## config.mk

```make
export PLATFORM = sky130hd
export DESIGN_NAME = fifo_sync
export DESIGN_NICKNAME = d
export VERILOG_FILES = /design/src/hdl/fifo_pkg.sv /design/src/hdl/fifo_ptr_ctr.sv /design/src/hdl/fifo_mem.sv /design/src/hdl/fifo_rd_fsm.sv /design/src/hdl/fifo_sync.sv
export VERILOG_INCLUDE_DIRS = /design/src /design/src/hdl
export SDC_FILE = /design/constraint.sdc
export NUM_CORES = 1
export LEC_CHECK = 0
export BUFFER_PORTS_ARGS = -buffer_cell sky130_fd_sc_hd__buf_2
export CAP_MARGIN = 0
export CORE_ASPECT_RATIO = 1.5
export CORE_UTILIZATION = 40
export CTS_CLUSTER_SIZE = 12
export DETAILED_ROUTE_END_ITERATION = 10
export PLACE_DENSITY = 0.61
export SLEW_MARGIN = 20
export SYNTH_ARGS = -nofsm -noshare
export SYNTH_HDL_FRONTEND = slang
export SYNTH_SLANG_ARGS = --single-unit
export TNS_END_PERCENT = 100
```

## constraint.sdc

```tcl
create_clock -name clk -period 6.1 [get_ports clk]
set_clock_uncertainty 0.05 [all_clocks]
set_input_delay 0.61 -clock clk [delete_from_list [all_inputs] [get_ports clk]]
set_output_delay 0.61 -clock clk [all_outputs]
set_load 0.02 [all_outputs]
```

## src/hdl/fifo_settings.svh

```systemverilog
`ifndef FIFO_SETTINGS_SVH
`define FIFO_SETTINGS_SVH

// ----------------------------------------------------------
// FIFO build settings
// ----------------------------------------------------------

// Width of one data word in bits
`define FIFO_DATA_WID 16

// Number of words held in the storage array
`define FIFO_DEPTH 32

// Read mode
//   1: first-word-fall-through, head word shown on rd_data
//   0: standard read, data returned with rd_ack one cycle later
`define FIFO_FWFT 1

`endif

```

## src/hdl/fifo_pkg.sv

```systemverilog
`default_nettype none

`include "fifo_settings.svh"

package fifo_pkg;

    // Derived widths
    localparam int ADDR_WID = $clog2(`FIFO_DEPTH);
    // FWFT needs room for the output register on top of storage
    localparam int CNT_WID  = (`FIFO_FWFT != 0) ? $clog2(`FIFO_DEPTH + 1 + 1)
                                                : $clog2(`FIFO_DEPTH + 1);

    // One payload word
    typedef logic [`FIFO_DATA_WID-1:0] data_t;

    // Storage address
    typedef logic [ADDR_WID-1:0] addr_t;

    // Occupancy count
    typedef logic [CNT_WID-1:0] count_t;

    // Read-side controller states
    typedef enum logic [1:0] {
        RD_IDLE,
        RD_FETCH,
        RD_HOLD
    } rd_state_t;

endpackage : fifo_pkg

`default_nettype wire

```

## src/hdl/fifo_ptr_ctr.sv

```systemverilog
`default_nettype none

`include "fifo_settings.svh"

module fifo_ptr_ctr (
    input  logic             clk,
    input  logic             arst_n,

    // Requests
    input  logic             wr,
    input  logic             mem_rd,

    // Storage control
    output logic             mem_we,
    output fifo_pkg::addr_t  wr_addr,
    output fifo_pkg::addr_t  rd_addr,

    // Status
    output fifo_pkg::count_t wr_count,
    output logic             full,
    output logic             mem_empty,
    output logic             oflow,
    output logic             uflow_mem
);

    import fifo_pkg::*;

    // ----------------------------------------------------------
    // Signals
    // ----------------------------------------------------------
    addr_t  wr_ptr;
    addr_t  rd_ptr;
    count_t occ;
    logic   mem_re;

    // Blocked requests are dropped here
    assign mem_we = wr && !full;
    assign mem_re = mem_rd && !mem_empty;

    // ----------------------------------------------------------
    // Pointers
    // ----------------------------------------------------------
    always_ff @(posedge clk or negedge arst_n) begin
        if (!arst_n) begin
            wr_ptr <= '0;
        end else if (mem_we) begin
            if (wr_ptr == addr_t'(`FIFO_DEPTH - 1)) begin
                wr_ptr <= '0;
            end else begin
                wr_ptr <= wr_ptr + addr_t'(1);
            end
        end
    end

    always_ff @(posedge clk or negedge arst_n) begin
        if (!arst_n) begin
            rd_ptr <= '0;
        end else if (mem_re) begin
            if (rd_ptr == addr_t'(`FIFO_DEPTH - 1)) begin
                rd_ptr <= '0;
            end else begin
                rd_ptr <= rd_ptr + addr_t'(1);
            end
        end
    end

    assign wr_addr = wr_ptr;
    assign rd_addr = rd_ptr;

    // ----------------------------------------------------------
    // Occupancy
    // ----------------------------------------------------------
    always_ff @(posedge clk or negedge arst_n) begin
        if (!arst_n) begin
            occ <= '0;
        end else begin
            case ({mem_we, mem_re})
                2'b10:   occ <= occ + count_t'(1);
                2'b01:   occ <= occ - count_t'(1);
                default: occ <= occ;
            endcase
        end
    end

    assign wr_count  = occ;
    assign full      = (occ == count_t'(`FIFO_DEPTH));
    assign mem_empty = (occ == '0);

    // Error pulses, one cycle after the offending edge
    always_ff @(posedge clk or negedge arst_n) begin
        if (!arst_n) begin
            oflow     <= 1'b0;
            uflow_mem <= 1'b0;
        end else begin
            oflow     <= wr && full;
            uflow_mem <= mem_rd && mem_empty;
        end
    end

    // ----------------------------------------------------------
    // Assertions
    // ----------------------------------------------------------
    // Pointers coincide exactly when storage is empty or full
    a_ptr_match: assert property (
        @(posedge clk) disable iff (!arst_n)
        (wr_ptr == rd_ptr) == (mem_empty || full)
    );

    a_occ_in_range: assert property (
        @(posedge clk) disable iff (!arst_n)
        occ <= count_t'(`FIFO_DEPTH)
    );

endmodule : fifo_ptr_ctr

`default_nettype wire

```

## src/hdl/fifo_mem.sv

```systemverilog
`default_nettype none

`include "fifo_settings.svh"

module fifo_mem (
    input  logic            clk,

    // Write port
    input  logic            mem_we,
    input  fifo_pkg::addr_t wr_addr,
    input  fifo_pkg::data_t wr_data,

    // Read port, data valid the cycle after rd_en
    input  logic            rd_en,
    input  fifo_pkg::addr_t rd_addr,
    output fifo_pkg::data_t mem_rdata
);

    import fifo_pkg::*;

    // ----------------------------------------------------------
    // Storage array
    // ----------------------------------------------------------
    data_t mem [0:`FIFO_DEPTH-1];

    always_ff @(posedge clk) begin
        if (mem_we) begin
            mem[wr_addr] <= wr_data;
        end
    end

    // Registered read port, maps onto block RAM output register
    always_ff @(posedge clk) begin
        if (rd_en) begin
            mem_rdata <= mem[rd_addr];
        end
    end

endmodule : fifo_mem

`default_nettype wire

```

## src/hdl/fifo_rd_fsm.sv

```systemverilog
`default_nettype none

`include "fifo_settings.svh"

module fifo_rd_fsm (
    input  logic             clk,
    input  logic             arst_n,

    // Reader side
    input  logic             rd,

    // From storage
    input  logic             mem_empty,
    input  fifo_pkg::data_t  mem_rdata,

    // Fetch request to pointer logic and storage
    output logic             mem_rd,

    // Reader outputs
    output fifo_pkg::data_t  rd_data,
    output logic             rd_ack,
    output logic             empty,
    output fifo_pkg::count_t rd_count,
    output logic             uflow,

    // Storage occupancy
    input  fifo_pkg::count_t wr_count
);

    import fifo_pkg::*;

    // ----------------------------------------------------------
    // Signals
    // ----------------------------------------------------------
    rd_state_t state;
    rd_state_t state_nxt;
    logic      load;
    logic      out_occ;
    data_t     out_q;

    // ----------------------------------------------------------
    // Next state and fetch decode
    // ----------------------------------------------------------
    always_comb begin
        state_nxt = state;
        mem_rd    = 1'b0;
        load      = 1'b0;
        if (`FIFO_FWFT != 0) begin
            case (state)
                RD_IDLE: begin
                    if (!mem_empty) begin
                        mem_rd    = 1'b1;
                        state_nxt = RD_FETCH;
                    end
                end
                // Storage data arrives this cycle
                RD_FETCH: begin
                    load      = 1'b1;
                    state_nxt = RD_HOLD;
                end
                RD_HOLD: begin
                    if (rd) begin
                        // Refill in the same cycle as the pop
                        if (!mem_empty) begin
                            mem_rd    = 1'b1;
                            state_nxt = RD_FETCH;
                        end else begin
                            state_nxt = RD_IDLE;
                        end
                    end
                end
                default: state_nxt = RD_IDLE;
            endcase
        end else begin
            // Standard read: one fetch per accepted rd
            mem_rd    = rd && !mem_empty;
            state_nxt = mem_rd ? RD_FETCH : RD_IDLE;
        end
    end

    always_ff @(posedge clk or negedge arst_n) begin
        if (!arst_n) begin
            state <= RD_IDLE;
        end else begin
            state <= state_nxt;
        end
    end

    // ----------------------------------------------------------
    // Output register
    // ----------------------------------------------------------
    always_ff @(posedge clk) begin
        if (load) begin
            out_q <= mem_rdata;
        end
    end

    assign rd_data = (`FIFO_FWFT != 0) ? out_q : mem_rdata;
    assign empty   = (`FIFO_FWFT != 0) ? (state != RD_HOLD) : mem_empty;
    assign rd_ack  = (`FIFO_FWFT != 0) ? (rd && !empty) : (state == RD_FETCH);

    // Word in flight or held counts as readable
    assign out_occ  = (`FIFO_FWFT != 0) && (state != RD_IDLE);
    assign rd_count = wr_count + count_t'(out_occ);

    // Read while empty
    always_ff @(posedge clk or negedge arst_n) begin
        if (!arst_n) begin
            uflow <= 1'b0;
        end else begin
            uflow <= rd && empty;
        end
    end

    // ----------------------------------------------------------
    // Assertions
    // ----------------------------------------------------------
    // Readable words never exceed storage plus the output register
    a_rd_count_max: assert property (
        @(posedge clk) disable iff (!arst_n)
        rd_count <= count_t'(`FIFO_DEPTH + 1)
    );

    // A fetch always has a stored word behind it
    a_fetch_has_word: assert property (
        @(posedge clk) disable iff (!arst_n)
        mem_rd |-> (wr_count != '0)
    );

endmodule : fifo_rd_fsm

`default_nettype wire

```

## src/hdl/fifo_sync.sv

```systemverilog
`default_nettype none

module fifo_sync (
    input  logic             clk,
    input  logic             arst_n,

    // Write interface
    input  logic             wr,
    input  fifo_pkg::data_t  wr_data,
    output fifo_pkg::count_t wr_count,
    output logic             full,
    output logic             oflow,

    // Read interface
    input  logic             rd,
    output logic             rd_ack,
    output fifo_pkg::data_t  rd_data,
    output fifo_pkg::count_t rd_count,
    output logic             empty,
    output logic             uflow
);

    import fifo_pkg::*;

    // ----------------------------------------------------------
    // Internal wiring
    // ----------------------------------------------------------
    logic   mem_we;
    addr_t  wr_addr;
    addr_t  rd_addr;
    logic   mem_rd;
    logic   mem_empty;
    data_t  mem_rdata;
    logic   uflow_mem;
    logic   uflow_rd;

    // ----------------------------------------------------------
    // Pointer and occupancy counter
    // ----------------------------------------------------------
    fifo_ptr_ctr fifo_ptr_ctr_i (
        .clk       ( clk ),
        .arst_n    ( arst_n ),
        .wr        ( wr ),
        .mem_rd    ( mem_rd ),
        .mem_we    ( mem_we ),
        .wr_addr   ( wr_addr ),
        .rd_addr   ( rd_addr ),
        .wr_count  ( wr_count ),
        .full      ( full ),
        .mem_empty ( mem_empty ),
        .oflow     ( oflow ),
        .uflow_mem ( uflow_mem )
    );

    // ----------------------------------------------------------
    // Storage
    // ----------------------------------------------------------
    fifo_mem fifo_mem_i (
        .clk       ( clk ),
        .mem_we    ( mem_we ),
        .wr_addr   ( wr_addr ),
        .wr_data   ( wr_data ),
        .rd_en     ( mem_rd ),
        .rd_addr   ( rd_addr ),
        .mem_rdata ( mem_rdata )
    );

    // ----------------------------------------------------------
    // Read-side controller
    // ----------------------------------------------------------
    fifo_rd_fsm fifo_rd_fsm_i (
        .clk       ( clk ),
        .arst_n    ( arst_n ),
        .rd        ( rd ),
        .mem_empty ( mem_empty ),
        .mem_rdata ( mem_rdata ),
        .mem_rd    ( mem_rd ),
        .rd_data   ( rd_data ),
        .rd_ack    ( rd_ack ),
        .empty     ( empty ),
        .rd_count  ( rd_count ),
        .uflow     ( uflow_rd ),
        .wr_count  ( wr_count )
    );

    // Reader-side and storage-side underflow share one flag
    assign uflow = uflow_rd || uflow_mem;

endmodule : fifo_sync

`default_nettype wire

```

### Word level (Yosys, flattened, before mapping)

Memory sizes are Yosys's and may differ from the RTL's. A register that Yosys moved wholly into a read port is not among the register bits.
Cells that the tools add are included.

| operators by class | value |
|---|---|
| $add $sub $neg | 5 |
| eq/ne operators | 10 |
| muxes and demuxes | 13 |
| reduce and logical (&&, ||, !) cells | 15 |

Operator list:

| operator | number |
|---|---|
| 6-bit one-hot mux with 2 select lines | 1 |
| 5-bit by 1-bit adder with 5-bit output, second input constant | 2 |
| 5-bit equality test, second input constant | 2 |
| 5-bit 2-to-1 mux | 2 |
| 6-bit by 1-bit adder with 6-bit output | 1 |
| 6-bit by 1-bit adder with 6-bit output, second input constant | 1 |
| 6-bit equality test, second input constant | 1 |
| 1-bit logical AND | 6 |
| 6-bit logical NOT | 1 |
| 1-bit 2-to-1 mux | 6 |
| 2-bit != test, second input constant | 3 |
| 2-bit one-hot mux with 3 select lines | 1 |
| 6-bit by 1-bit subtractor with 6-bit output, second input constant | 1 |
| 2-bit by 1-bit equality test with 1-bit output, second input constant | 2 |
| 2-bit equality test, second input constant | 2 |
| 2-bit 2-to-1 mux | 2 |
| 2-bit nonzero test | 2 |
| 1-bit logical NOT | 3 |
| 2-bit logical NOT | 1 |
| 1-bit one-hot mux with 2 select lines | 1 |
| 2-bit AND reduction | 1 |
| 1-bit logical OR | 1 |

| word-level totals | value |
|---|---|
| memory bits (writable) | 512 |
| output and inout port bits | 33 |
| logic and storage cells | 52 |
| register bits after elaboration | 37 |
| input port bits | 20 |
| memories kept | 1 |

Memory list:

| memory | words | bits a word | rd ports | clocked after memory_dff | wr ports | RTL line | text |
|---|---|---|---|---|---|---|---|
| fifo_mem_i.mem | 32 | 16 | 1 | 1 | 1 | fifo_mem.sv:24 | `` data_t mem [0:`FIFO_DEPTH-1]; `` |

### Depth between registers and ports, before layout

Gate-level depths: netlist of run 1.

| logic depth | value |
|---|---|
| depth after elaboration | 7 |
| depth in mapped cells | 11 |
| mapped depth without buffers | 10 |

### Hierarchy

From an unflattened synthesis of run 1, not the netlist that was laid out.

| unflattened totals | value |
|---|---|
| cells, all modules | 1277 |
| area, all modules | 22444.0 um^2 |

By module, submodules not included:

| module | sequential area each (um^2) | cells an instance | instances | area each (um^2) |
|---|---|---|---|---|
| fifo_mem | 15855.2 | 1143 | 1 | 20696.1 |
| fifo_ptr_ctr | 450.4 | 94 | 1 | 1051.0 |
| fifo_rd_fsm | 555.5 | 39 | 1 | 690.7 |
| fifo_sync | 0.0 | 1 | 1 | 6.3 |

### Worst setup path before layout of run 1

No wires, ideal clock.

| timing path | value |
|---|---|
| kind | register -> register |
| start point | register fifo_ptr_ctr_i.occ[4] (netlist: fifo_ptr_ctr_i.wr_count[4]) |
| end point | register fifo_ptr_ctr_i.occ[5] (netlist: fifo_ptr_ctr_i.wr_count[5]) |
| period minus slack after synthesis | 3242 ps |
| library setup time | 80 ps |
| path slack | 2858 ps |
| buffers on the path | 0 |
| cell stages (with the launch flop) | 10 |
| required time | 5970 ps |
| arrival time | 3112 ps |
| cell sequence | dfrtp_1 > or4_4 > o311ai_4 > inv_1 > ha_1 > ha_1 > or4b_2 > o311ai_0 > or3b_2 > xnor2_1 |

| on the way | value |
|---|---|
| cells in the longest elaborated chain, start to end | 7 |
| elaborated cells on any way between the ends | 15 |
| classes of those cells | 2 x add/sub; 3 x eq/ne; 4 x mux; 6 x reduce/logical |

RTL lines:

| element | RTL line | text |
|---|---|---|
| from (decl) | fifo_ptr_ctr.sv:33 | `count_t occ;` |
| from (signal assigned) | fifo_ptr_ctr.sv:78 | `2'b10: occ <= occ + count_t'(1);` |
| from (signal assigned) | fifo_ptr_ctr.sv:79 | `2'b01: occ <= occ - count_t'(1);` |
| 6-bit logical NOT * | fifo_ptr_ctr.sv:87 | `assign mem_empty = (occ == '0);` |
| 1-bit 2-to-1 mux | fifo_rd_fsm.sv:51, fifo_rd_fsm.sv:64 |  |
| 1-bit 2-to-1 mux | fifo_rd_fsm.sv:62 | `if (rd) begin` |
| 1-bit one-hot mux with 2 select lines | fifo_rd_fsm.sv:49 | `case (state)` |
| 1-bit logical AND * | fifo_ptr_ctr.sv:38 | `assign mem_re = mem_rd && !mem_empty;` |
| named net fifo_ptr_ctr_i.mem_re | fifo_ptr_ctr.sv:34 | `logic mem_re;` |
| 2-bit by 1-bit equality test with 1-bit output / 2-bit equality test (equally long branches) | fifo_ptr_ctr.sv:77 | `case ({mem_we, mem_re})` |
| 6-bit one-hot mux with 2 select lines / 2-bit nonzero test (equally long branches) | -- |  |

The timed path passes the listed nets; every way through them passes the cells marked *.
A chain may end at the register's enable or synchronous reset.

### Worst setup path after layout of run 1

Same ends and word-level chain as after synthesis.

==> results of run 1 <==
==> power by group <==
part	switching, W	leakage (nW)	total [W]	internal [W]
logic	0.00176	2.15	0.00297	0.00121
clock network	0.00133	0.722	0.00296	0.00164
registers	0.000321	5.17	0.00502	0.00470
total	0.00340	8.04	0.0109	0.00755
==> Yosys cell counts, drive strengths merged (3+ instances only) <==
cell type / number / share of area [%]
edfxtp: 544 / 74
mux2i: 96 / 4.4
mux4: 64 / 6.6
a22oi: 63 / 2.2
nor2: 39 / 0.67
buf: 34 / 0.93
mux2: 34 / 1.7
a31oi: 33 / 0.94
o211ai: 31 / 1.1
clkbuf: 29 / 0.50
dfrtp: 21 / 2.4
nand2: 17 / 0.29
nand4: 16 / 0.46
ha: 14 / 0.80
inv: 12 / 0.20
o21ai: 12 / 0.27
nand3: 6 / 0.14
nand2b: 5 / 0.14
and3: 4 / 0.11
or2: 4 / 0.11
or3b: 4 / 0.16
xnor2: 4 / 0.16
nand3b: 3 / 0.10
o31ai: 3 / 0.10
xor2: 3 / 0.12
==> worst paths after layout <==
path | startpoint | end | cells after the start | slack (ns)
setup / recovery | fifo_ptr_ctr_i.wr_count[4] | fifo_ptr_ctr_i.wr_count[5] | 9 | 2.69
min in group asynchronous | arst_n | fifo_ptr_ctr_i.wr_count[4] | 2 | 0.48
hold reg to reg | fifo_mem_i.mem_rdata[13] | fifo_rd_fsm_i.rd_data[13] | 0 | 0.38
setup reg to reg | fifo_ptr_ctr_i.wr_count[4] | fifo_ptr_ctr_i.wr_count[5] | 9 | 2.69
max in group asynchronous | arst_n | fifo_ptr_ctr_i.rd_addr[0] | 2 | 5.13
hold / removal | rd | fifo_rd_fsm_i.state[1] | 2 | 0.20
==> flip-flops by register name, indices dropped and copies added, names as in the netlist <==
signal	cells
fifo_ptr_ctr_i.uflow_mem	1
fifo_rd_fsm_i.uflow	1
fifo_mem_i.mem_rdata	16
fifo_ptr_ctr_i.rd_addr	5
fifo_ptr_ctr_i.oflow	1
fifo_ptr_ctr_i.wr_addr	5
fifo_rd_fsm_i.rd_data	16
fifo_mem_i.mem	512
fifo_rd_fsm_i.state	2
fifo_ptr_ctr_i.wr_count	6
==> metal layers <==
layer | routed length [µm] | GRT usage, % | vias to the layer above
li1 | - | - | 4775
met2 | 26120 | 32.74 | 259
met1 | 19190 | 21.14 | 5633
met4 | 1223 | 5.560 | 0
met3 | 2104 | 2.421 | 79
met5 | 0 | 0 | -
==> stage by stage <==
step / hold WS (ns) / utilization [%]
2_1_floorplan: 0.2644 / -
3_3_place_gp: 0.3709 / 42.86
3_5_place_dp: 0.3713 / 42.86
4_1_cts: 0.1745 / 45.64
5_1_grt: 0.1921 / 45.64
6_report: 0.2023 / 45.64
==> critical path, cell delays in order (launching register included) <==
cell and delay [ns]:
dfrtp_1 0.45, or4_4 0.60, o311ai_4 0.41, inv_1 0.09
ha_1 0.32, ha_1 0.33, a211oi_1 0.35, nor4_1 0.10
or3b_2 0.46, xnor2_1 0.13
==> cell type report <==
class                   instances  area [µm²]  share of cell area, %
multi-input cells             485        4776                  19.38
flip-flops and latches        565       16870                  68.45
inverters                      13       61.31                 0.2488
well taps                     689       862.1                  3.498
clock buffers                  77        1459                  5.920
repair buffers                 92       588.1                  2.386
clock inverters                 4       30.03                 0.1218
==> cell families after synthesis <==
family	after synthesis	synth area share, %
buf+inv	76	1.707
other cells	1	0.01705
simple gates	114	2.726
xor+xnor	7	0.2788
compound gates	154	5.036
fa+ha+maj	15	0.8877
flops	565	76.68
mux	194	12.67
==> results.md, run 1 <==
- Counting every instance in the synthesized netlist gives between 1000 and 1500.
- The number of instances in the placed design is about 1800.
- After clock tree synthesis, the clock-pin slew on the worst setup and hold paths is 0.06 ns.
- The average instance in the mapped netlist occupies 19.53 µm².
- During placement, the flow inserted port buffers numbering 52.
- After layout, the design draws a total of between 0.01 and 0.015 W.
- The buffer count from post-CTS setup fixing is 0.
- For this design the ratio of total power to cell area is approximately 440 mW/mm².
- The initial utilization of the core area, before any placement, comes to between 40 and 50%.
- The leakage dissipation is about 8.0 nW.
- Using the TritonRoute via totals, the vias-per-cell ratio works out to 5.582.
- The H-tree depth is 2.
- For this block, the via count after detailed routing is roughly 11000.
- The last weighted congestion value of the routability-driven placer is 0.8420.
- The average detailed-routed wire length per instance is roughly 25 µm.
- The number of filler cells placed in the layout is between 4000 and 5000.
- The detailed router's first-iteration violation count is ~1000.
- The via count of the first global-routing pass is approximately 11000.
- Among all flip-flop cells after synthesis, the most frequent one is edfxtp_1.
- The number of maximum-capacitance constraint violations is 0.
- The number of nets handed over by synthesis was around 1200.
- The minimum clock period is 3.409 ns.
- The number of distinct library cell variants in the gate-level netlist after synthesis is 53.
- In the layout the commonest cells are edfxtp_1, mux2i_1, mux4_2.
- In the routed design, unresolved DRC markers number 1.
- The worst setup path is launched from a flop.
- In this run the cell area of the synthesized design comes to approximately 0.022 mm².
- The max-slew violation total from the final report is 0.
- Once detail routing completed, the nets flagged for antenna violations numbered 0.
- After detailed placement, the total cell area comes to ~0.023 mm².
- The relative slew slack is 32.34%.
- Setup violations remaining at the end of the flow were counted as 0.
- The longest clock path from root to sink contains 3 buffers.
- The finished cells cover between 0.02 and 0.025 mm².
- The first detailed-routing pass took 8 iterations.
- The die is 193.4 µm wide.
- Counting flops and latches in the post-synthesis netlist gives about 570.
- After synthesis, flip-flops and latches occupy about three quarters of the total area.
- The checks that failed: design-rule violations.
- Entering global routing, the biggest net connects slightly above 90 pins.
- The master cell of the clock root buffer is clkbuf_16.
- Counting the buffers created by CTS gives between 50 and 60.
- The final wirelength is between 40000 and 50000 µm.
- The highest attainable clock frequency is just under 300 MHz.
- The number of clock sinks is ~570.
- The region available for standard cell placement spans 0.05400 mm².
- In the final design database the tool counted 1246 nets.
- In this run the count of I/O pins placed on the die edge is 53.
- The required arrival time at the worst endpoint is ~6.5 ns.
- In the synthesized netlist the async set-or-reset flop fraction comes to under 10%.
- At the pin with the least slew margin, the transition time is 1.011 ns.
- The category of the critical setup timing path is reg2reg.
- The proportion of layout cells with a drive suffix above 1 is roughly 22%.
- For this run, the total global-route usage over all layers was measured as ~18%.
- The CTS tree is built.
- The post-cts sizing count is 0.
- The final count of hold timing violations is 0.
- The number of hold-repair buffers added at the cts stage is 1.
- Timing analysis after detailed placement gives a worst setup slack of 2.697 ns.
- The die footprint is 0.05593 mm².
- The final sum of negative setup slack is 0 ns.
- The clock insertion delay at the later pin of the skew report is roughly 0.58 ns.
- The run finished, with violations left.
- In this run the worst hold path is classified as in2reg.
- Excluding fillers, the count of instances in the completed layout stands at 1925.
- Across all setup checks in the final design, the least slack found is around 2.7 ns.
- The most common cell after layout, fill and taps aside is edfxtp_1.
- The wire length of the first global-routing pass is between 70000 and 80000 µm.
- In this run the vertical extent of the chip is between 200 and 300 µm.
- From synthesis to final layout, the design area changed by 12.08%.
- STA puts the critical path data arrival time at 3.82 ns.
- The category of the worst setup path capture point is a flop.
- After floorplanning, the core was divided into 104 placement rows.
- The ratio of final minimum period to clock period is between 50 and 60%.
- The initial antenna violation count is 2.
- The total number of yosys warnings is 0.
- Global routing finished with a remaining overflow of 0.
- The synthesized design contains 544 enable-type register cells.
- The count of antenna diodes in the layout is 0.
- Setup repair after global routing left no endpoint under its margin.
- Of all nets on the critical path, the largest fanout is 9.
- VDD sags by at most between 0.0004 and 0.0005 V.
- Once detailed placement completed, the half-perimeter wirelength came to ~30000 µm.
(Power assumes the default switching activity.)
==> inputs of run 2 (changes only) <==
--- a/config.mk
+++ b/config.mk
@@ -12,7 +12,7 @@
 export CORE_UTILIZATION = 40
 export CTS_CLUSTER_SIZE = 12
 export DETAILED_ROUTE_END_ITERATION = 10
-export PLACE_DENSITY = 0.61
+export PLACE_DENSITY = 0.63
 export SLEW_MARGIN = 20
 export SYNTH_ARGS = -nofsm -noshare
 export SYNTH_HDL_FRONTEND = slang
==> constraint.sdc (replaced) <==
create_clock -name clk -period 2.95 [get_ports clk]
set_clock_uncertainty 0.05 [all_clocks]
set_input_delay 0.295 -clock clk [delete_from_list [all_inputs] [get_ports clk]]
set_output_delay 0.295 -clock clk [all_outputs]
set_load 0.02 [all_outputs]
==> run 2 against run 1 <==
Effect of this change: the flow still finishes with violations (design-rule violations); clock power rose by 110%; sequential power rose by 100%; register-to-register slack got worse by 2.7 ns; first-iteration DRC count fell by 14%.
==> results.md, run 2 (synthesis gave the netlist of run 1 again) <==
- The worst setup path is launched from a flop.
- The last weighted congestion value of the routability-driven placer is ~0.80.
- The first global-routing pass estimated between 70000 and 80000 µm of wire.
- The worst register-to-register path has a depth of 9.
- The worst-case setup margin in the final layout is approximately 0.017 ns.
- The die footprint is ~0.056 mm².
- The part of the power in registers is around 43%.
- The proportion of layout cells with a drive suffix above 1 is 24.80%.
- The HPWL after detailed placement is just over 30000 µm.
- The final count of hold timing violations came to 0.
- The finished cells cover about 0.025 mm².
- The final antenna-violating net count is 0.
- Dividing the final minimum period by the clock period gives 99.42%.
- Static timing analysis puts the maximum clock frequency at ~340 MHz.
- In this run the worst hold path is classified as in2async.
- The critical-path maximum fanout is 8.
- In the final layout, the multi-input gates occupy roughly 0.0049 mm².
- Per report_power, the combinational group accounts for a little under a third of the total.
- The final wirelength is slightly below 50000 µm.
- Summing all placed instances gives a cell area of between 0.02 and 0.025 mm².
- For this run, the total global-route usage over all layers was measured as ~18%.
- Pin placement for this block handled 53 I/O pins.
- The number of nets in the layout is roughly 1300.
- The H-tree generated during clock tree synthesis spans 2 levels.
- The launch instance of the worst register-to-register path is fifo_ptr_ctr_i.wr_count[3].
- The quantity of I/O buffers inserted on ports is 52.
- Dividing the detail-routed wire length by the instance count gives between 20 and 25 µm.
- The minimum clock period is around 2.9 ns.
- The flow ran to the end, but the final reports show violations.
- On the final layout, the worst hold slack is approximately 0.18 ns.
- The end of the worst register-to-register path is fifo_ptr_ctr_i.wr_count[5].
- The leakage dissipation is 8.262 nW.
- The number of clock sinks is about 570.
- For this run the aggregate overflow at the end of global routing stands at 0.
- The initial antenna violation count is 2.
- The filler cells instantiated in the layout total between 4000 and 5000.
- The register with the most flip-flops in the layout has 512 of them.
- The actual transition at the worst max-transition pin is roughly 0.87 ns.
- The number of clock buffers added by TritonCTS is 54.
- The die is 289.2 µm tall.
- Summing over every cut layer, the via total after detailed routing is 10940.
- 0 antenna diodes ended up in the layout.
- The worst setup slack after placement is 0.04104 ns.
- The most common cell after layout, fill and taps aside is edfxtp_1.
- STA puts the critical path data required time at about 3.4 ns.
- Across the VDD grid, the largest voltage drop is roughly 0.00064 V.
- The clock share of power is a little over a quarter.
- Cell internal power was estimated by the tool at ~0.016 W.
- Clock-pin slew was measured on the worst setup and hold paths at roughly 0.06 ns.
- The final setup violation count is 0.
- Setup repair after global routing could not meet its margin everywhere.
- The number of maximum-capacitance constraint violations is 0.
- The slack of the worst reg-to-reg path is around 0.017 ns.
- In this run the power density over the cells is 933.2 mW/mm².
- Registers take 0.01687 mm².
- The worst endpoint data arrival time is about 3.3 ns.
- Ranked by flip-flop count, first place goes to fifo_mem_i.mem.
- The detailed router's first-iteration violation count is 860.
- The via count of the first global-routing pass was 11540.
- The library cells used most frequently in the layout, excluding fill and tap cells, are edfxtp_1, mux2i_1, mux4_2.
- The max-slew violation total from the final report is 0.
- The effective utilization at floorplan is about two fifths.
- The die width is between 150 and 200 µm.
- The category of the worst setup path capture point is a flop.
- The master cell of the clock root buffer is clkbuf_16.
- Entering global routing, the biggest net connects 33 pins.
- The initialized floorplan defines between 100 and 150 standard-cell rows.
- In this run the standard cell core region covers about 0.054 mm².
- The power dissipated by switching net loads is 0.007267 W.
- Headroom to the max-slew limit came out at between 40% and 50%.
- The net switching share of the total power is 30.99%.
- The share of the core filled with cells is 46.53%.
- The count of unresolved DRC violations after routing is 2.
- The final sum of negative setup slack is 0 ns.
- The clock passes through at most 3 buffers.
- The area overhead of the layout relative to synthesis is 14.27%.
- The first TritonRoute pass finished after 8 iterations.
- The final reports fail on design-rule violations.
- The routed via count divided by cell count is between 5 and 6.
- The critical path is of the reg2reg type.
- The clock reaches the later pin of the worst-skew pair after approximately 0.57 ns.
- The CTS tree is built.
==> run 2: cell types whose count changed in the layout (fill, tap and decap cells not counted), sizes merged <==
cell         before  now
buf              91  125
clkbuf           77   74
clkinv            3    5
inv              14   12
dlygate4sd3       1    3
clkinvlp          0    1
==> run 2: how the worst max path moves through the flow <==
stage / to / cells past startpoint / startpoint / slack, ns
floorplan: fifo_ptr_ctr_i.wr_count[5] / 9 / fifo_ptr_ctr_i.wr_count[3] / -0.01
global placement: fifo_ptr_ctr_i.wr_count[5] / 9 / fifo_ptr_ctr_i.wr_count[3] / 0.14
detailed placement: fifo_ptr_ctr_i.wr_count[4] / 10 / fifo_ptr_ctr_i.wr_count[3] / 0.04
CTS: fifo_ptr_ctr_i.wr_count[4] / 10 / fifo_ptr_ctr_i.wr_count[3] / 0.02
global route: fifo_ptr_ctr_i.wr_count[4] / 10 / fifo_ptr_ctr_i.wr_count[3] / -0.08
finish: fifo_ptr_ctr_i.wr_count[5] / 9 / fifo_ptr_ctr_i.wr_count[3] / 0.02
==> run 2: worst max-delay path: stages, from the launching register on <==
cell and delay, ns:
dfrtp_2 0.40, or4_4 0.56, o31a_1 0.39, clkinv_8 0.09, ha_4 0.20, ha_4 0.23, a211oi_4 0.27, nor4_2 0.09
or3b_4 0.41, xnor2_1 0.13
==> run 2: area by class of cell <==
type / count / share of cell area, %
repair buffers: 128 / 3.834
clock buffers: 74 / 5.931
multi-input cells: 485 / 19.31
clock inverters: 5 / 0.09959
well taps: 689 / 3.431
inverters: 13 / 0.2440
flip-flops and latches: 565 / 67.15
==> run 2: per-stage QoR <==
step           power [W]  cells
2_1_floorplan    0.01489   1126
3_3_place_gp     0.01731   1876
3_5_place_dp     0.01747   1876
4_1_cts          0.02363   1958
5_1_grt          0.02442   1959
6_report         0.02345   1959
==> run 2: routing by layer <==
metal,up-vias,GRT usage (%),share of wire [%]
li1,4842,-,-
met1,5746,20.20,39
met2,260,33.00,54
met3,87,2.421,4.1
met4,2,6.820,3.0
met5,-,0,0.027
==> run 2: power groups by stage <==
stage / registers, W / clock network, W / logic, W
2_1_floorplan: 0.0103 / 0 / 0.00462
3_3_place_gp: 0.0103 / 0 / 0.00706
3_5_place_dp: 0.0103 / 0 / 0.00718
4_1_cts: 0.0101 / 0.00631 / 0.00719
5_1_grt: 0.0102 / 0.00660 / 0.00763
6_report: 0.0101 / 0.00618 / 0.00715
==> run 2: timing repair <==
item                                   4_1_cts  5_1_grt
setup endpoints to repair                    0        2
endpoints found under the hold margin       24        0
gates resized for setup                      0        6
hold buffers                                 3        0
setup buffers                                0        1
==> inputs of run 3 (changes only) <==
--- a/config.mk
+++ b/config.mk
@@ -9,10 +9,11 @@
 export BUFFER_PORTS_ARGS = -buffer_cell sky130_fd_sc_hd__buf_2
 export CAP_MARGIN = 0
 export CORE_ASPECT_RATIO = 1.5
-export CORE_UTILIZATION = 40
+export CORE_UTILIZATION = 56
 export CTS_CLUSTER_SIZE = 12
 export DETAILED_ROUTE_END_ITERATION = 10
-export PLACE_DENSITY = 0.63
+export MAX_ROUTING_LAYER = met4
+export PLACE_DENSITY = 0.81
 export SLEW_MARGIN = 20
 export SYNTH_ARGS = -nofsm -noshare
 export SYNTH_HDL_FRONTEND = slang
==> run 3 against run 2 <==
Effect of this change: fmax rose by 1.4%; the run now ends clean; first-iteration DRC count rose by 51%; highest routed layer is now met4; sequential power barely moved; largest cell class unchanged; non-clock buffer count fell by 14.
==> results.md, run 3 (synthesis gave the netlist of run 1 again) <==
- The top-level I/O count is 53.
- STA classifies the critical path startpoint as a flop.
- The die footprint is 0.04008 mm².
- The register with the highest flop count is fifo_mem_i.mem.
- The cell area reported after detailed placement is 0.02317 mm².
- The detailed-router iteration count before antenna repair is 5.
- The ratio of final minimum period to clock period is between 90% and 100%.
- The relative slew slack is about a quarter.
- The proportion of layout cells with a drive suffix above 1 is 23.45%.
- The analysis attributes to cell leakage a power of slightly above 8 nW.
- For this design the total switching power over the nets is approximately 0.0072 W.
- Cell internal power was estimated by the tool at approximately 0.016 W.
- The peak supply drop is ~0.00074 V.
- Leaving out fill and tap cells, the most frequent cell in the layout is edfxtp_1.
- Relative to the synthesized area, the layout overhead comes to 12.33%.
- The critical path's top delay family is simple AND/OR/NAND/NOR gates.
- The worst register-to-register path has a depth of 9.
- At the end of the flow the core is filled with cells to between 60% and 70%.
- The max-slew violation total from the final report came to 0.
- The region available for standard cell placement spans ~0.039 mm².
- The average detailed-routed wire length per instance is about 27 µm.
- The number of vias after detailed routing is ~11000.
- Tracing the worst setup path back leads to its startpoint at fifo_ptr_ctr_i.wr_count[3].
- The number of maximum-capacitance constraint violations is 0.
- For the finished layout, the period the worst path requires is ~2.9 ns.
- The critical path goes through or4_4 -> o31a_1 -> clkinv_8 -> ha_4 -> ha_4 -> a211oi_4 -> nor4_1 -> or3b_4 -> xnor2_1.
- The final setup violation count is 0.
- After global routing the overflow that remains totals 0.
- The maximum count of clock buffers along a single path is 3.
- The pin count of the biggest net entering global routing is 39.
- The CTS tree is built.
- After clock tree synthesis, the clock-pin slew on the worst setup and hold paths is roughly 0.06 ns.
- The capturing instance or port of the critical path is fifo_ptr_ctr_i.wr_count[5].
- The final wirelength is roughly 47000 µm.
- The total power density per cell area is slightly above 900 mW/mm².
- The final count of hold timing violations is 0.
- The number of clock buffers inserted by TritonCTS is between 50 and 60.
- The register with the most flip-flops in the layout has around 510 of them.
- Summing all flip-flop and latch instances after layout gives 0.01687 mm².
- The via count of the first global-routing pass is about 11000.
- The first global-routing pass estimated about 70000 µm of wire.
- Final hold analysis gives a worst-case slack of between 0.15 and 0.2 ns.
- The number of filler cells placed in the layout is around 2500.
- Of all nets on the critical path, the largest fanout is 6.
- For the pin with the worst max-slew slack, the measured transition is around 1.1 ns.
- The master cell of the clock root buffer is clkbuf_16.
- The effective utilization at floorplan is approximately 57%.
- Per report_power, the clock group accounts for 26.2% of the total.
- The category of the critical setup timing path is reg2reg.
- The worst register-to-register path ends at fifo_ptr_ctr_i.wr_count[5].
- The area of the multi-input gates is 0.004840 mm².
- The die height is 244.7 µm.
- The number of core rows is between 80 and 90.
- The slack of the worst reg-to-reg path is slightly below 0.06 ns.
- Static timing analysis puts the maximum clock frequency at 345.8 MHz.
- After detailed routing, the number of vias per cell comes to ~6.4.
- Setup repair after global routing could not meet its margin everywhere.
- The net count of the finished layout is 1267.
- Counting every sink on the clock net gives approximately 570.
- The flow ran to the end, and the final reports show no timing, DRC or antenna violations.
- In this design, the critical path's most frequently occurring cell is ha_4.
- Per report_power, the combinational group accounts for 29.5% of the total.
- The part of the power in registers is 44.4%.
- The largest single stage delay on the critical path is about 0.56 ns.
- The die width is between 150 and 200 µm.
- The class of the worst hold path is in2async.
- The worst setup path is captured at a flop.
- For this run, the total global-route usage over all layers was measured as around a quarter.
- The total buffers and inverters traversed by the critical path is 1.
- The launch instance of the worst register-to-register path is fifo_ptr_ctr_i.wr_count[3].
- Buffers placed on the I/O ports in this run total 52.
- The initial antenna violation count was 0.
- In this run the number of cells on the critical path is 9.
- In this run the remaining antenna-violating nets after routing total 0.
- The count of unresolved DRC violations after routing is 0.
- Data on the critical path arrives at its endpoint at 3.31 ns.
- Leaving out fill and tap cells, the most frequent cells in the layout are edfxtp_1, mux2i_1, mux4_2.
- The clock insertion delay at the later pin of the skew report is 0.58 ns.
- Routability-driven placement finished with a final weighted congestion of 0.8641.
- Net switching is between 30% and 40% of the power.
- The count of antenna diodes in the layout is 0.
- STA puts the critical path data required time at 3.37 ns.
- Summing all non-filler instances in the final layout gives an area of ~0.025 mm².
- The clock tree synthesis step divided the H-tree into 2 levels.
- On the critical path, the stage with the largest delay is an instance of or4_4.
- The detailed router's first-iteration violation count is 1299.
- Summed over all nets, the half-perimeter wirelength after detailed placement is approximately 29000 µm.
[run 3: worst register-to-register path: stages, from the launching register on]
cell	delay [ns]
dfrtp_2	0.40
or4_4	0.56
o31a_1	0.39
clkinv_8	0.09
ha_4	0.20
ha_4	0.23
a211oi_4	0.24
nor4_1	0.10
or3b_4	0.40
xnor2_1	0.13
[run 3: final cells by class]
type,count,share of cell area (%)
flip-flops and latches,565,68.31
multi-input cells,485,19.59
clock buffers,79,5.937
repair buffers,114,3.343
well taps,495,2.508
inverters,13,0.2482
clock inverters,2,0.05572
[run 3: how the worst min path moves through the flow]
stage | start | end | slack, ns | depth (start not counted)
floorplan | arst_n | fifo_ptr_ctr_i.oflow | -0.05 | 0
global placement | arst_n | fifo_ptr_ctr_i.oflow | 0.22 | 1
detailed placement | arst_n | fifo_ptr_ctr_i.wr_count[5] | 0.22 | 1
CTS | arst_n | fifo_ptr_ctr_i.rd_addr[4] | 0.14 | 2
global route | arst_n | fifo_ptr_ctr_i.oflow | 0.19 | 2
finish | arst_n | fifo_ptr_ctr_i.rd_addr[0] | 0.17 | 2
[run 3: through the flow]
stage	setup TNS [ns]	instances	power, W	setup WS [ns]
floorplan	-0.01248	1126	0.01489	-0.01248
global placement	0	1668	0.01686	0.1453
detailed placement	0	1668	0.01711	0.07274
CTS	0	1752	0.02314	0.06362
global route	-0.02632	1753	0.02394	-0.02357
finish	0	1753	0.02310	0.05827
[run 3: per-layer routing]
layer | part of all wire (%) | GRT usage, % | up-vias
li1 | - | - | 4811
met1 | 36 | 29.35 | 5769
met2 | 53 | 42.36 | 535
met3 | 6.8 | 3.937 | 114
met4 | 3.9 | 10.16 | 0
met5 | 0 | - | -
[run 3: power by group through the flow]
stage | sequential [W] | combinational (W) | clock [W]
2_1_floorplan | 0.0103 | 0.00462 | 0
3_3_place_gp | 0.0104 | 0.00650 | 0
3_5_place_dp | 0.0104 | 0.00670 | 0
4_1_cts | 0.0102 | 0.00677 | 0.00612
5_1_grt | 0.0103 | 0.00721 | 0.00641
6_report | 0.0102 | 0.00680 | 0.00605
[run 3: timing repair]
| item | 4_1_cts | 5_1_grt |
|---|---|---|
| hold endpoints to repair | 24 | 0 |
| buffers inserted | 0 | 1 |
| resized for setup | 0 | 3 |
| hold buffers | 3 | 0 |
| setup endpoints to repair | 0 | 2 |
